==> config.mk <==
export PLATFORM = sky130hd
export DESIGN_NAME = app_top
export DESIGN_NICKNAME = d
export VERILOG_FILES = /design/src/patch_pkg.sv /design/src/seq_ctrl_if.sv /design/src/app_top.sv /design/src/apb_regs.sv /design/src/pixel_tracker.sv /design/src/dram_sequencer.sv /design/src/msg_router.sv /design/src/sync_fifo.sv
export SDC_FILE = /design/constraint.sdc
export NUM_CORES = 2
export LEC_CHECK = 0
export BUFFER_PORTS_ARGS = -buffer_cell sky130_fd_sc_hd__buf_2
export CORE_MARGIN = 3
export CORE_UTILIZATION = 43
export CTS_CLUSTER_DIAMETER = 200
export CTS_CLUSTER_SIZE = 10
export DETAILED_ROUTE_END_ITERATION = 8
export GPL_TIMING_DRIVEN = 0
export PLACE_DENSITY = 0.55
export SYNTH_ARGS = -nofsm -noshare
export SYNTH_HDL_FRONTEND = slang
export SYNTH_SLANG_ARGS = --single-unit
==> constraint.sdc <==
create_clock -name CLK -period 7.3 [get_ports CLK]
set_input_delay 0.365 -clock CLK [delete_from_list [all_inputs] [get_ports CLK]]
set_output_delay 0.365 -clock CLK [all_outputs]
set_load 0.02 [all_outputs]
==> src/patch_pkg.sv <==
package patch_pkg;

  // host stream and memory port
  localparam int MSG_W          = 32;
  localparam int APP_DATA_W     = 64;
  localparam int ADDR_W         = 27;
  localparam logic [ADDR_W-1:0] ADDR_INC = 27'd8; // BL8, one burst per step
  localparam int MSGS_PER_BURST = 4;

  // fifo sizing
  localparam int COEFF_DEPTH    = 16;
  localparam int COEFF_HIGH     = 12; // read throttle point
  localparam int MSG_FIFO_DEPTH = 8;
  localparam int LEVEL_W        = $clog2(COEFF_DEPTH + 1);

  // pixel message fields and counters
  localparam int FVAL_BIT = 5;
  localparam int LVAL_BIT = 4;
  localparam int ROW_W    = 12;
  localparam int COL_W    = 11;
  localparam int FRAME_W  = 16;
  localparam logic [COL_W-1:0] PIX_PER_CLK = 11'd2;

  // apb bus
  localparam int APB_ADDR_W = 8;
  localparam int APB_DATA_W = 32;

  typedef enum logic [2:0] {
    seq_error, seq_msg_wait, seq_wr_wait, seq_wr1, seq_wr2,
    seq_reading, seq_throttled, seq_interframe
  } seq_state_e;

  typedef enum logic [2:0] {
    pix_error, pix_standby, pix_intraline, pix_interline, pix_interframe
  } pix_state_e;

  // byte offsets
  typedef enum logic [APB_ADDR_W-1:0] {
    reg_ctrl     = 8'h00,
    reg_status   = 8'h04,
    reg_frame    = 8'h08,
    reg_pos      = 8'h0C,
    reg_end_addr = 8'h10,
    reg_coeff_lo = 8'h14,
    reg_coeff_hi = 8'h18
  } reg_addr_e;

endpackage
==> src/seq_ctrl_if.sv <==
`timescale 1ns/100ps

interface seq_ctrl_if import patch_pkg::*; ();
  logic [ADDR_W-1:0]     start_addr;  // read-back base
  logic                  coeff_pop;
  seq_state_e            state;
  logic [ADDR_W-1:0]     end_addr;    // last coefficient burst
  logic [APP_DATA_W-1:0] coeff_data;  // head of coefficient fifo
  logic [LEVEL_W-1:0]    coeff_level;

  modport regs (
    output start_addr, coeff_pop,
    input  state, end_addr, coeff_data, coeff_level
  );

  modport seq (
    input  start_addr, coeff_pop,
    output state, end_addr, coeff_data, coeff_level
  );
endinterface

==> src/app_top.sv <==
`timescale 1ns/100ps

module app_top import patch_pkg::*; (
  input  logic                  CLK,
  input  logic                  fds_val,
  input  logic                  pc_msg_pending,
  output logic                  pc_msg_ack,
  input  logic [MSG_W-1:0]      pc_msg,
  input  logic                  app_rdy,
  output logic                  app_en,
  output logic                  dram_read,
  output logic [ADDR_W-1:0]     app_addr,
  input  logic                  app_wdf_rdy,
  output logic                  app_wdf_wren,
  output logic                  app_wdf_end,
  output logic [APP_DATA_W-1:0] app_wdf_data,
  input  logic                  app_rd_data_valid,
  input  logic [APP_DATA_W-1:0] app_rd_data,
  input  logic                  psel,
  input  logic                  penable,
  input  logic                  pwrite,
  input  logic [APB_ADDR_W-1:0] paddr,
  input  logic [APB_DATA_W-1:0] pwdata,
  output logic [APB_DATA_W-1:0] prdata,
  output logic                  pready,
  output logic                  pslverr,
  output logic                  error
);
  logic [MSG_W-1:0]   msg_word, pix_dout, dram_dout;
  logic               pix_wr, dram_wr, pix_high, dram_high;
  logic               pix_empty, pix_pop, pix_ovf, dram_empty, dram_pop;
  logic               frame_start, seq_err, pix_err;
  logic [FRAME_W-1:0] frame_count;
  logic [ROW_W-1:0]   row;
  logic [COL_W-1:0]   col;
  pix_state_e         pix_state;

  seq_ctrl_if ctrl_if ();

  assign error = seq_err || pix_err;

  // high sits one below depth to cover the registered write
  sync_fifo #(.WIDTH(MSG_W), .DEPTH(MSG_FIFO_DEPTH), .HIGH(MSG_FIFO_DEPTH-1)) i_pix_fifo (
    .CLK(CLK), .fds_val(fds_val), .wr_en(pix_wr), .din(msg_word),
    .rd_en(pix_pop), .dout(pix_dout), .full(), .high(pix_high),
    .empty(pix_empty), .overflow(pix_ovf), .level());

  sync_fifo #(.WIDTH(MSG_W), .DEPTH(MSG_FIFO_DEPTH), .HIGH(MSG_FIFO_DEPTH-1)) i_dram_fifo (
    .CLK(CLK), .fds_val(fds_val), .wr_en(dram_wr), .din(msg_word),
    .rd_en(dram_pop), .dout(dram_dout), .full(), .high(dram_high),
    .empty(dram_empty), .overflow(), .level());

  msg_router i_msg_router (
    .CLK(CLK), .fds_val(fds_val), .pc_msg_pending(pc_msg_pending), .pc_msg(pc_msg),
    .pc_msg_ack(pc_msg_ack), .pix_full(pix_high), .dram_full(dram_high),
    .pix_wr(pix_wr), .dram_wr(dram_wr), .msg_out(msg_word));

  dram_sequencer i_dram_sequencer (
    .CLK(CLK), .fds_val(fds_val), .msg_empty(dram_empty), .msg_data(dram_dout),
    .msg_pop(dram_pop), .app_rdy(app_rdy), .app_en(app_en), .dram_read(dram_read),
    .app_addr(app_addr), .app_wdf_rdy(app_wdf_rdy), .app_wdf_wren(app_wdf_wren),
    .app_wdf_end(app_wdf_end), .app_wdf_data(app_wdf_data),
    .app_rd_data_valid(app_rd_data_valid), .app_rd_data(app_rd_data),
    .frame_start(frame_start), .ctrl(ctrl_if.seq), .seq_err(seq_err));

  pixel_tracker i_pixel_tracker (
    .CLK(CLK), .fds_val(fds_val), .pix_empty(pix_empty), .pix_data(pix_dout),
    .pix_pop(pix_pop), .overflow(pix_ovf), .frame_start(frame_start),
    .frame_count(frame_count), .row(row), .col(col), .state(pix_state),
    .pix_err(pix_err));

  apb_regs i_apb_regs (
    .CLK(CLK), .fds_val(fds_val), .psel(psel), .penable(penable), .pwrite(pwrite),
    .paddr(paddr), .pwdata(pwdata), .prdata(prdata), .pready(pready),
    .pslverr(pslverr), .ctrl(ctrl_if.regs), .pix_state(pix_state),
    .frame_count(frame_count), .row(row), .col(col));

endmodule

==> src/apb_regs.sv <==
`timescale 1ns/100ps

module apb_regs import patch_pkg::*; (
  input  logic                  CLK,
  input  logic                  fds_val,
  input  logic                  psel,
  input  logic                  penable,
  input  logic                  pwrite,
  input  logic [APB_ADDR_W-1:0] paddr,
  input  logic [APB_DATA_W-1:0] pwdata,
  output logic [APB_DATA_W-1:0] prdata,
  output logic                  pready,
  output logic                  pslverr,
  seq_ctrl_if.regs              ctrl,
  input  pix_state_e            pix_state,
  input  logic [FRAME_W-1:0]    frame_count,
  input  logic [ROW_W-1:0]      row,
  input  logic [COL_W-1:0]      col
);
  logic access;
  logic addr_ok;

  assign access = psel && penable;
  assign pready = 1'b1;  // no wait states

  // read mux, also flags unmapped offsets
  always_comb begin
    addr_ok = 1'b1;
    prdata  = '0;
    case (reg_addr_e'(paddr))
      reg_ctrl:     prdata = APB_DATA_W'(ctrl.start_addr);
      reg_status: begin
        prdata[2:0]   = ctrl.state;
        prdata[6:4]   = pix_state;
        prdata[8 +: LEVEL_W] = ctrl.coeff_level;
      end
      reg_frame:    prdata = APB_DATA_W'(frame_count);
      reg_pos: begin
        prdata[16 +: ROW_W] = row;
        prdata[0 +: COL_W]  = col;
      end
      reg_end_addr: prdata = APB_DATA_W'(ctrl.end_addr);
      reg_coeff_lo: prdata = ctrl.coeff_data[0 +: APB_DATA_W];
      reg_coeff_hi: prdata = ctrl.coeff_data[APB_DATA_W +: APB_DATA_W];
      default:      addr_ok = 1'b0;
    endcase
  end

  assign pslverr = access && !addr_ok;

  // reading the high half retires the word, lo half must be read first
  assign ctrl.coeff_pop = access && !pwrite && paddr == reg_coeff_hi
                          && ctrl.coeff_level != '0;

  always_ff @(posedge CLK or posedge fds_val) begin
    if (fds_val) ctrl.start_addr <= '0;
    else if (access && pwrite && paddr == reg_ctrl)
      ctrl.start_addr <= pwdata[ADDR_W-1:0];
  end

endmodule

==> src/pixel_tracker.sv <==
`timescale 1ns/100ps

module pixel_tracker import patch_pkg::*; (
  input  logic               CLK,
  input  logic               fds_val,
  input  logic               pix_empty,
  input  logic [MSG_W-1:0]   pix_data,
  output logic               pix_pop,
  input  logic               overflow,
  output logic               frame_start,
  output logic [FRAME_W-1:0] frame_count,
  output logic [ROW_W-1:0]   row,
  output logic [COL_W-1:0]   col,
  output pix_state_e         state,
  output logic               pix_err
);
  logic fval, lval;

  assign fval    = pix_data[FVAL_BIT];
  assign lval    = pix_data[LVAL_BIT];
  assign pix_pop = !pix_empty; // nothing downstream to wait for
  assign pix_err = state == pix_error;

  always_ff @(posedge CLK or posedge fds_val) begin
    if (fds_val) begin
      state       <= pix_standby;
      frame_start <= 1'b0;
      frame_count <= '0;
      row         <= '0;
      col         <= '0;
    end else begin
      frame_start <= 1'b0;
      if (overflow) state <= pix_error;
      else if (!pix_empty) begin
        case (state)
          pix_standby:
            if (!fval) begin // sync to a frame gap first
              frame_count <= '0;
              row         <= '0;
              col         <= '0;
              state       <= pix_interframe;
            end
          pix_interframe:
            if (lval) begin
              row         <= '0;
              col         <= '0;
              frame_start <= 1'b1;
              state       <= pix_intraline;
            end
          pix_intraline:
            if (lval) col <= col + PIX_PER_CLK;
            else if (fval) begin
              row   <= row + 1'b1;
              state <= pix_interline;
            end else begin
              frame_count <= frame_count + 1'b1;
              state       <= pix_interframe;
            end
          pix_interline:
            if (lval) begin
              col   <= '0;
              state <= pix_intraline;
            end
          default: state <= pix_error;
        endcase
      end
    end
  end

endmodule

==> src/dram_sequencer.sv <==
`timescale 1ns/100ps

module dram_sequencer import patch_pkg::*; (
  input  logic                  CLK,
  input  logic                  fds_val,
  input  logic                  msg_empty,
  input  logic [MSG_W-1:0]      msg_data,
  output logic                  msg_pop,
  input  logic                  app_rdy,
  output logic                  app_en,
  output logic                  dram_read,
  output logic [ADDR_W-1:0]     app_addr,
  input  logic                  app_wdf_rdy,
  output logic                  app_wdf_wren,
  output logic                  app_wdf_end,
  output logic [APP_DATA_W-1:0] app_wdf_data,
  input  logic                  app_rd_data_valid,
  input  logic [APP_DATA_W-1:0] app_rd_data,
  input  logic                  frame_start,
  seq_ctrl_if.seq               ctrl,
  output logic                  seq_err
);
  seq_state_e                          state;
  logic [ADDR_W-1:0]                   end_addr;
  logic [$clog2(MSGS_PER_BURST)-1:0]   msg_idx;
  logic [MSGS_PER_BURST*MSG_W-1:0]     burst_buf;  // low message first
  logic                                coeff_high, coeff_ovf;

  sync_fifo #(
    .WIDTH(APP_DATA_W), .DEPTH(COEFF_DEPTH), .HIGH(COEFF_HIGH)
  ) i_coeff_fifo (
    .CLK(CLK), .fds_val(fds_val),
    .wr_en(app_rd_data_valid), .din(app_rd_data),
    .rd_en(ctrl.coeff_pop), .dout(ctrl.coeff_data),
    .full(), .high(coeff_high), .empty(),
    .overflow(coeff_ovf), .level(ctrl.coeff_level)
  );

  assign msg_pop       = state == seq_msg_wait && !msg_empty;
  assign seq_err       = state == seq_error;
  assign ctrl.state    = state;
  assign ctrl.end_addr = end_addr;

  // burst payload and write beats
  always_ff @(posedge CLK) begin
    if (msg_pop) burst_buf[msg_idx*MSG_W +: MSG_W] <= msg_data;
    if (state == seq_wr_wait && app_rdy && app_wdf_rdy)
      app_wdf_data <= burst_buf[0 +: APP_DATA_W];
    else if (state == seq_wr1 && app_wdf_rdy)
      app_wdf_data <= burst_buf[APP_DATA_W +: APP_DATA_W];
  end

  always_ff @(posedge CLK or posedge fds_val) begin
    if (fds_val) begin
      state        <= seq_msg_wait;
      app_en       <= 1'b0;
      dram_read    <= 1'b0;
      app_addr     <= '0;
      end_addr     <= '0;
      app_wdf_wren <= 1'b0;
      app_wdf_end  <= 1'b1;
      msg_idx      <= '0;
    end else begin
      case (state)
        seq_msg_wait:
          if (!msg_empty) begin
            msg_idx <= msg_idx + 1'b1;
            if (msg_idx == MSGS_PER_BURST - 1) begin
              app_en <= 1'b1; // write command
              state  <= seq_wr_wait;
            end
          end
        seq_wr_wait:
          if (app_rdy && app_wdf_rdy) begin
            app_en       <= 1'b0;
            app_addr     <= app_addr + ADDR_INC;
            app_wdf_wren <= 1'b1;
            app_wdf_end  <= 1'b0;
            state        <= seq_wr1;
          end
        seq_wr1:
          if (app_wdf_rdy) begin
            app_wdf_end <= 1'b1;
            state       <= seq_wr2;
          end
        seq_wr2: begin
          app_wdf_wren <= 1'b0;
          if (!app_wdf_rdy) state <= seq_error;  // high beat stalled
          else if (burst_buf[1:0] == 2'b01) begin // end-of-coefficients marker
            end_addr  <= app_addr - ADDR_INC;
            app_addr  <= ctrl.start_addr;
            dram_read <= 1'b1;
            app_en    <= 1'b1;
            state     <= seq_reading;
          end else state <= seq_msg_wait;
        end
        seq_reading:
          if (coeff_ovf) begin
            app_en <= 1'b0;
            state  <= seq_error;
          end else if (app_rdy && app_addr == end_addr) begin
            app_en <= 1'b0;
            state  <= seq_interframe;
          end else begin
            if (app_rdy) app_addr <= app_addr + ADDR_INC;
            if (coeff_high) begin
              app_en <= 1'b0;
              state  <= seq_throttled;
            end
          end
        seq_throttled:
          if (coeff_ovf) state <= seq_error;
          else if (!coeff_high) begin
            app_en <= 1'b1;
            state  <= seq_reading;
          end
        seq_interframe:
          if (coeff_ovf) state <= seq_error;
          else if (frame_start) begin // loop the region for the new frame
            app_addr <= ctrl.start_addr;
            app_en   <= 1'b1;
            state    <= seq_reading;
          end
        default: app_en <= 1'b0;  // seq_error holds
      endcase
    end
  end

  a_wren_in_write: assert property (@(posedge CLK) disable iff (fds_val)
    app_wdf_wren |-> state inside {seq_wr1, seq_wr2});

endmodule

==> src/msg_router.sv <==
`timescale 1ns/100ps

module msg_router import patch_pkg::*; (
  input  logic             CLK,
  input  logic             fds_val,
  input  logic             pc_msg_pending,
  input  logic [MSG_W-1:0] pc_msg,
  output logic             pc_msg_ack,
  input  logic             pix_full,
  input  logic             dram_full,
  output logic             pix_wr,
  output logic             dram_wr,
  output logic [MSG_W-1:0] msg_out
);
  logic [$clog2(MSGS_PER_BURST)-1:0] burst_cnt;
  logic                              is_pix;

  // only the head of a burst can be a pixel message
  assign is_pix     = burst_cnt == 0 && pc_msg[1:0] == 2'b00;
  assign pc_msg_ack = pc_msg_pending && !pix_full && !dram_full;

  always_ff @(posedge CLK or posedge fds_val) begin
    if (fds_val) begin
      pix_wr    <= 1'b0;
      dram_wr   <= 1'b0;
      burst_cnt <= '0;
    end else begin
      pix_wr  <= pc_msg_ack && is_pix;
      dram_wr <= pc_msg_ack && !is_pix;
      if (pc_msg_ack && !is_pix)
        burst_cnt <= (burst_cnt == MSGS_PER_BURST - 1) ? '0 : burst_cnt + 1'b1;
    end
  end

  always_ff @(posedge CLK) begin
    if (pc_msg_ack) msg_out <= pc_msg; // lines up with the write enables
  end

  a_one_dest: assert property (@(posedge CLK) disable iff (fds_val) !(pix_wr && dram_wr));

endmodule

==> src/sync_fifo.sv <==
`timescale 1ns/100ps

module sync_fifo #(
  parameter int WIDTH = 32,
  parameter int DEPTH = 8,
  parameter int HIGH  = 6
) (
  input  logic                       CLK,
  input  logic                       fds_val,
  input  logic                       wr_en,
  input  logic [WIDTH-1:0]           din,
  input  logic                       rd_en,
  output logic [WIDTH-1:0]           dout,
  output logic                       full,
  output logic                       high,
  output logic                       empty,
  output logic                       overflow,
  output logic [$clog2(DEPTH+1)-1:0] level
);
  logic [WIDTH-1:0]           mem [DEPTH];
  logic [$clog2(DEPTH)-1:0]   wr_ptr, rd_ptr;
  logic                       do_wr, do_rd;

  assign do_wr = wr_en && !full;   // writes into a full fifo are dropped
  assign do_rd = rd_en && !empty;

  assign dout  = mem[rd_ptr];      // first word falls through
  assign full  = level == DEPTH;
  assign high  = level >= HIGH;
  assign empty = level == 0;

  always_ff @(posedge CLK) begin
    if (do_wr) mem[wr_ptr] <= din;
  end

  always_ff @(posedge CLK or posedge fds_val) begin
    if (fds_val) begin
      wr_ptr   <= '0;
      rd_ptr   <= '0;
      level    <= '0;
      overflow <= 1'b0;
    end else begin
      if (do_wr) wr_ptr <= wr_ptr + 1'b1;
      if (do_rd) rd_ptr <= rd_ptr + 1'b1;
      level <= level + do_wr - do_rd;
      if (wr_en && full) overflow <= 1'b1; // sticky until reset
    end
  end

  // consumers look at empty or level before popping
  a_no_read_empty: assert property (@(posedge CLK) disable iff (fds_val) rd_en |-> !empty);

endmodule

Word-level counts from Yosys, hierarchy flattened

Memory sizes are Yosys's and may differ from the RTL's.
Index checks and enable logic that the tools add are counted.
W data, S select, Z words.

Logic and storage cells: 265
Memories: 3
Memory bits (writable): 1536
Register bits after elaboration: 396
Output and inout port bits: 131
Bits of input ports: 145

Memory list:

| name                              | words | bits a word | rd ports | clocked after Yosys merged registers in | wr ports | line            | RTL |
|---|---|---|---|---|---|---|---|
| i_dram_sequencer.i_coeff_fifo.mem | 16    | 64          | 1        | 0                                       | 1        | sync_fifo.sv:20 | `logic [WIDTH-1:0] mem [DEPTH];` |
| i_dram_fifo.mem                   | 8     | 32          | 1        | 0                                       | 1        | sync_fifo.sv:20 |  |
| i_pix_fifo.mem                    | 8     | 32          | 1        | 0                                       | 1        | sync_fifo.sv:20 |  |

Muxes and demuxes: 84
Add/subtract/negate cells: 20
Eq/ne operators: 51
Shift-type cells: 2
$lt $le $gt $ge: 3
Bitwise operators: 4
Reduce and logical (&&, ||, !) cells: 67

Operators by type and width:

| operator                    | count |
|---|---|
| $mux W27                    | 8 |
| $bwmux W128                 | 1 |
| $mux W64                    | 2 |
| $shift A32 B34 Y128 const A | 1 |
| $shiftx A32 B34 Y128        | 1 |
| $pmux W27 S4                | 1 |
| $pmux W3 S7                 | 4 |
| $pmux W12 S5                | 1 |
| $mux W3                     | 19 |
| $mux W12                    | 4 |
| $mux W16                    | 3 |
| $pmux W12 S3                | 1 |
| $ne A2 B2 Y1 const B        | 17 |
| $neg A7 Y34                 | 1 |
| $mux W11                    | 3 |
| $pmux W11 S3                | 1 |
| $pmux W16 S2                | 1 |
| $add A27 B4 Y27 const B     | 1 |
| $eq A27 B27 Y1              | 1 |
| $sub A27 B4 Y27 const B     | 1 |
| $logic_and A1 B1 Y1         | 25 |
| $mux W1                     | 25 |
| $eq A8 B5 Y1 const B        | 3 |
| $add A16 B1 Y16 const B     | 1 |
| 56 further kinds            | 105 |

Depth between registers and ports, before layout

Depth after elaboration: 6
Gate-level depth with buffers: 14
Depth with buffers taken out: 13

Hierarchy

A second synthesis with hierarchy kept.

Cell total of the unflattened synthesis: 4268
Area total of the unflattened synthesis: 78592.9 um^2

Modules (own cells, without submodules):

| module                                    | area an instance (um^2) | times used | seq. area each (um^2) | cells each |
|---|---|---|---|---|
| sync_fifo (i_dram_sequencer.i_coeff_fifo) | 39929.5                 | 1          | 31099.8               | 1929 |
| sync_fifo (i_dram_fifo ...)               | 10373.7                 | 2          | 7962.6                | 434 |
| dram_sequencer                            | 11778.8                 | 1          | 7344.5                | 896 |
| apb_regs                                  | 2529.9                  | 1          | 675.6                 | 255 |
| pixel_tracker                             | 2421.1                  | 1          | 1052.3                | 271 |
| msg_router                                | 1179.9                  | 1          | 1061.0                | 48 |
| app_top                                   | 6.3                     | 1          | 0.0                   | 1 |

Worst setup path before layout

Ideal clock, no wire load.

Path type: register to register
From: register i_dram_sequencer.i_coeff_fifo.level[2]
To: memory i_dram_sequencer.i_coeff_fifo.mem[3][0] in the netlist's numbering, enable pin
Buffers on the path: 1
Stages on the path, launching flop included: 8
Library setup time: 0.565 ns
Slack: 1.124 ns
Data required time: 6.735 ns
Period minus slack after synthesis: 6.176 ns
Arrival time: 5.612 ns
Path through: dfrtp_1 > inv_1 > ha_1 > nand2_1 > o21a_1 > clkbuf_1 > nand2_1 > nor3_1

Cells in the longest elaborated chain, start to end: 5

Ends and longest elaborated chain:

| element                       | line            | RTL |
|---|---|---|
| from (decl)                   | sync_fifo.sv:18 | `output logic [$clog2(DEPTH+1)-1:0] level` |
| from (signal assigned)        | sync_fifo.sv:45 | `level <= level + do_wr - do_rd;` |
| $eq A5 B5 Y1                  | sync_fifo.sv:28 | `assign full = level == DEPTH;` |
| $logic_not A1 Y1              | sync_fifo.sv:24 | `assign do_wr = wr_en && !full;` |
| $logic_and A1 B1 Y1           | sync_fifo.sv:24 |  |
| $mux W1                       | sync_fifo.sv:33 | `if (do_wr) mem[wr_ptr] <= din;` |
| $mux W1 (implied by the code) | sync_fifo.sv:33 |  |
| to (decl)                     | sync_fifo.sv:20 |  |

Every way passes these cells.

Worst setup path after layout

From: register i_dram_sequencer.i_coeff_fifo.rd_ptr[1]
To: output port prdata[16]

Cells in the longest elaborated chain, start to end: 2

Ends and longest elaborated chain:

| element                | line            | RTL |
|---|---|---|
| from (decl)            | sync_fifo.sv:21 | `logic [$clog2(DEPTH)-1:0] wr_ptr, rd_ptr;` |
| from (signal assigned) | sync_fifo.sv:44 | `if (do_rd) rd_ptr <= rd_ptr + 1'b1;` |
| $mem_v2 Z16 W64        | --              |  |
| $pmux W12 S5           | apb_regs.sv:30  | `case (reg_addr_e'(paddr))` |
| to (decl)              | app_top.sv:24   | `output logic [APB_DATA_W-1:0] prdata,` |

Every way passes these cells.

==> flow_metrics.py <==
metrics = {
    "global_routing": {
        "grt_overflow": 0,
        "grt_use_total_pct": 22.6,
        "antenna_found_initial": 22,
        "grt_max_degree": 91,
        "grt_pass1_wl_um": 264000,
        "grt_pass1_vias": 36700,
    },
    "pwr": {
        "swShare_pct": 28.8,
        "internal_power_mw": 18.4,
        "power_density_mw_per_mm2": 324,
        "p_clk_share_pct": 32.8,
        "finalPower_mw": 25.8,
        "comb_power_share_pct": 19.4,
        "peakVddDrop_v": 0.000230,
        "switchingPower_mw": 7.41,
        "leakage_nw": 26.5,
        "p_seq_share_pct": 47.7,
    },
    "cells_and_area": {
        "multi_input_area_mm2": 0.0165,
        "area_delta_synth_final_pct": 18.4,
        "regArea_mm2": 0.0499,
        "layout_common_cells": "edfxtp_1, mux4_2, buf_2, nor2_1, clkbuf_1",
        "n_fill_cell": 12500,
        "drive_gt1_share_pct": 24.9,
        "layout_commonest_cell": "edfxtp_1",
        "nets": 4443,
        "layout.cells.non_filler": 6394,
    },
    "run_status": {
        "status": "finished clean",
    },
    "min_path": {
        "worst_hold_path_type": "in -> reg",
        "holdCritStartpoint": "penable",
    },
    "placed_design": {
        "port_buffers": 267,
        "dp_slack_ps": 1550,
        "hpwl_um": 124000,
        "place.gp.congestion": 0.894,
        "dp_cells": 5977,
    },
    "sta": {
        "setup_viol": 0,
        "skew_ps": 61.5,
        "fin_ws_ps": 741,
        "rsz0062_at_grt": "false",
        "post-route-period-util_pct": 89.8,
        "hold_violations": 0,
        "min_period_ps": 6560,
        "fmax_ghz": 0.152,
        "fin_tns_setup_ps": 0,
        "tightest_slew_ps": 1450,
        "slew_headroom_pct": 3.51,
        "maxSlewViolCount": 0,
    },
    "synth": {
        "syn_avg_cell_area_um2": 18.8,
        "yosysSeqAreaShare_pct": 74.2,
        "syn_nets": 3762,
        "ys.warnings.count": 0,
        "synth_seq_cells": 1691,
        "synthDistinctLibCells": 73,
        "syn_area_mm2": 0.0673,
        "async_flop_share_pct": 10.1,
        "netlist_instances": 3570,
        "synth_edf_count": 1520,
        "synth_flop_cell": "edfxtp_1",
    },
    "floorplan": {
        "start_util_pct": 43.5,
        "num_rows": 144,
        "die_y_um": 402,
        "dieArea_mm2": 0.161,
        "core_mm2": 0.155,
        "die_w_um": 402,
        "num_io_pins": 276,
    },
    "worst_setup_path": {
        "required_ps": 6930,
        "cp_top_family": "buffers and inverters",
        "reg2reg_from": "i_dram_sequencer.i_coeff_fifo.rd_ptr[1]",
        "worstSetupStartpointType": "register",
        "crit_chain": "clkbuf_1, clkbuf_1, buf_1, clkbuf_1, mux4_2, a221oi_1, o21ai_0, buf_2",
        "startpoint": "i_dram_sequencer.i_coeff_fifo.rd_ptr[1]",
        "crit_fanout": 10,
        "slowest_delay_ps": 840,
        "crit_type": "reg -> out",
        "worst_setup_path_end_kind": "primary output",
        "crit_buf_inv": 5,
        "arrival_ps": 6190,
        "critPathSlowestCell": "buf_1",
        "cpMostUsedCell": "clkbuf_1",
    },
    "route": {
        "drc_errors": 0,
        "viasPerCell": 5.72,
        "first_pass_iters": 6,
        "drt_iter0_markers": 3810,
        "antenna_left": 0,
        "drt-total-wl_um": 182000,
        "vias": 36500,
        "wl_per_cell_um": 28.5,
    },
    "cts": {
        "insertion_delay_ps": 820,
        "cts_buffers": 187,
        "cts-root-buf": "clkbuf_16",
        "cts_tree": "done",
        "postCtsSetupBuffers": 0,
        "h-tree-depth": 4,
        "cts_sinks": 1691,
        "clockBufferDepth": 3,
        "clk_pin_slew_worst_paths_ps": 60,
    },
    "job": {
        "cap_violations": 0,
    },
}
-- cell type report --
type                       count  area share, %
multi-input combinational   1629           20.7
inverter                      52          0.255
tap                         2044           3.21
buffer                       198           1.05
antenna                       11         0.0346
clock buffer                 263           6.26
timing repair buffer         492           5.34
sequential                  1691           62.7
clock inverter                14          0.424
-- sequential cells by signal, indices dropped and copies added, names as in the netlist, 5 cells and up --
name,cells
i_pix_fifo.mem,16
i_dram_sequencer.ctrl.end_addr,27
i_dram_sequencer.app_addr,27
i_apb_regs.ctrl.start_addr,27
i_dram_sequencer.burst_buf,128
i_pixel_tracker.col,10
i_dram_sequencer.app_wdf_data,64
i_pixel_tracker.frame_count,16
i_dram_fifo.mem,256
i_dram_sequencer.i_coeff_fifo.mem,1024
i_dram_sequencer.i_coeff_fifo.level,5
i_pixel_tracker.row,12
i_msg_router.msg_out,32
-- power groups by stage --
stage | Clock, mW | Combinational, mW | Sequential (mW)
2_1_floorplan | 0 | 2.83 | 12.6
3_3_place_gp | 0 | 4.62 | 12.7
3_5_place_dp | 0 | 4.98 | 12.5
4_1_cts | 8.64 | 5.06 | 12.3
5_1_grt | 9.03 | 5.42 | 12.4
6_report | 8.46 | 5.01 | 12.3
-- repair_timing --
action,in CTS,in global routing
endpoints found under the hold margin,1177,0
hold buffers,129,0
resized for setup,0,0
-- worst paths after layout --
path	to	slack, ps	depth (start not counted)
max	prdata[16]	740	8
min	i_apb_regs.ctrl.start_addr[23]	190	4
max reg2reg	i_dram_sequencer.i_coeff_fifo.rd_ptr[3]	3270	6
min reg2reg	i_dram_sequencer.dram_read	490	1
max in group asynchronous	i_pixel_tracker.state[0]	6180	4
min in group asynchronous	i_apb_regs.ctrl.start_addr[2]	220	3
-- kinds of logic (layout without fill, tap and decap cells) --
kind of cell / count (synthesis) / count (layout) / share of synthesized area [%]
other: 1 / 12 / 0.00558
AND/OR/NAND/NOR: 600 / 600 / 4.28
adder cells (fa/ha/maj): 47 / 47 / 0.908
multiplexers: 539 / 539 / 14.4
buffers and inverters: 250 / 1019 / 1.53
AO/OA/AOI/OAI: 353 / 353 / 3.51
XOR/XNOR: 89 / 89 / 1.16
flip-flops: 1691 / 1691 / 74.2
-- cell usage after synthesis, drive strengths merged, types with 66 or more instances --
library cell / count / area (um^2)
edfxtp: 1520 / 45600
mux4: 331 / 7450
nor2: 236 / 886
dfrtp: 168 / 4200
clkbuf: 126 / 473
nand2: 125 / 469
mux2: 107 / 1200
mux2i: 101 / 1010
a21oi: 85 / 425
o21ai: 74 / 374
buf: 72 / 359
xnor2: 66 / 578
-- worst register-to-register path, cell delays in order, from the launching register on --
cell      delay, ps
dfrtp_1         340
clkbuf_1        380
clkbuf_1        720
buf_1           850
clkbuf_1       1130
nand4_1         260
xnor2_1         200
-- layer usage --
layer | wire length (um) | share of wire, % | GRT usage (%)
met4 | 3460 | 1.9 | 5.10
met2 | 85400 | 47 | 35.3
met3 | 13000 | 7.1 | 4.60
met5 | 41 | 0.022 | 0
met1 | 80500 | 44 | 32.9
-- through the flow --
| step | hold slack [ps] | utilization (%) | area [um^2] |
|---|---|---|---|
| 2_1_floorplan | 464 | - | 67300 |
| 3_3_place_gp | 458 | 46.0 | 71200 |
| 3_5_place_dp | 477 | 47.2 | 73000 |
| 4_1_cts | 130 | 51.4 | 79600 |
| 5_1_grt | 188 | 51.4 | 79600 |
| 6_report | 187 | 51.4 | 79600 |
No activity file was read; power rests on OpenSTA's default activity.
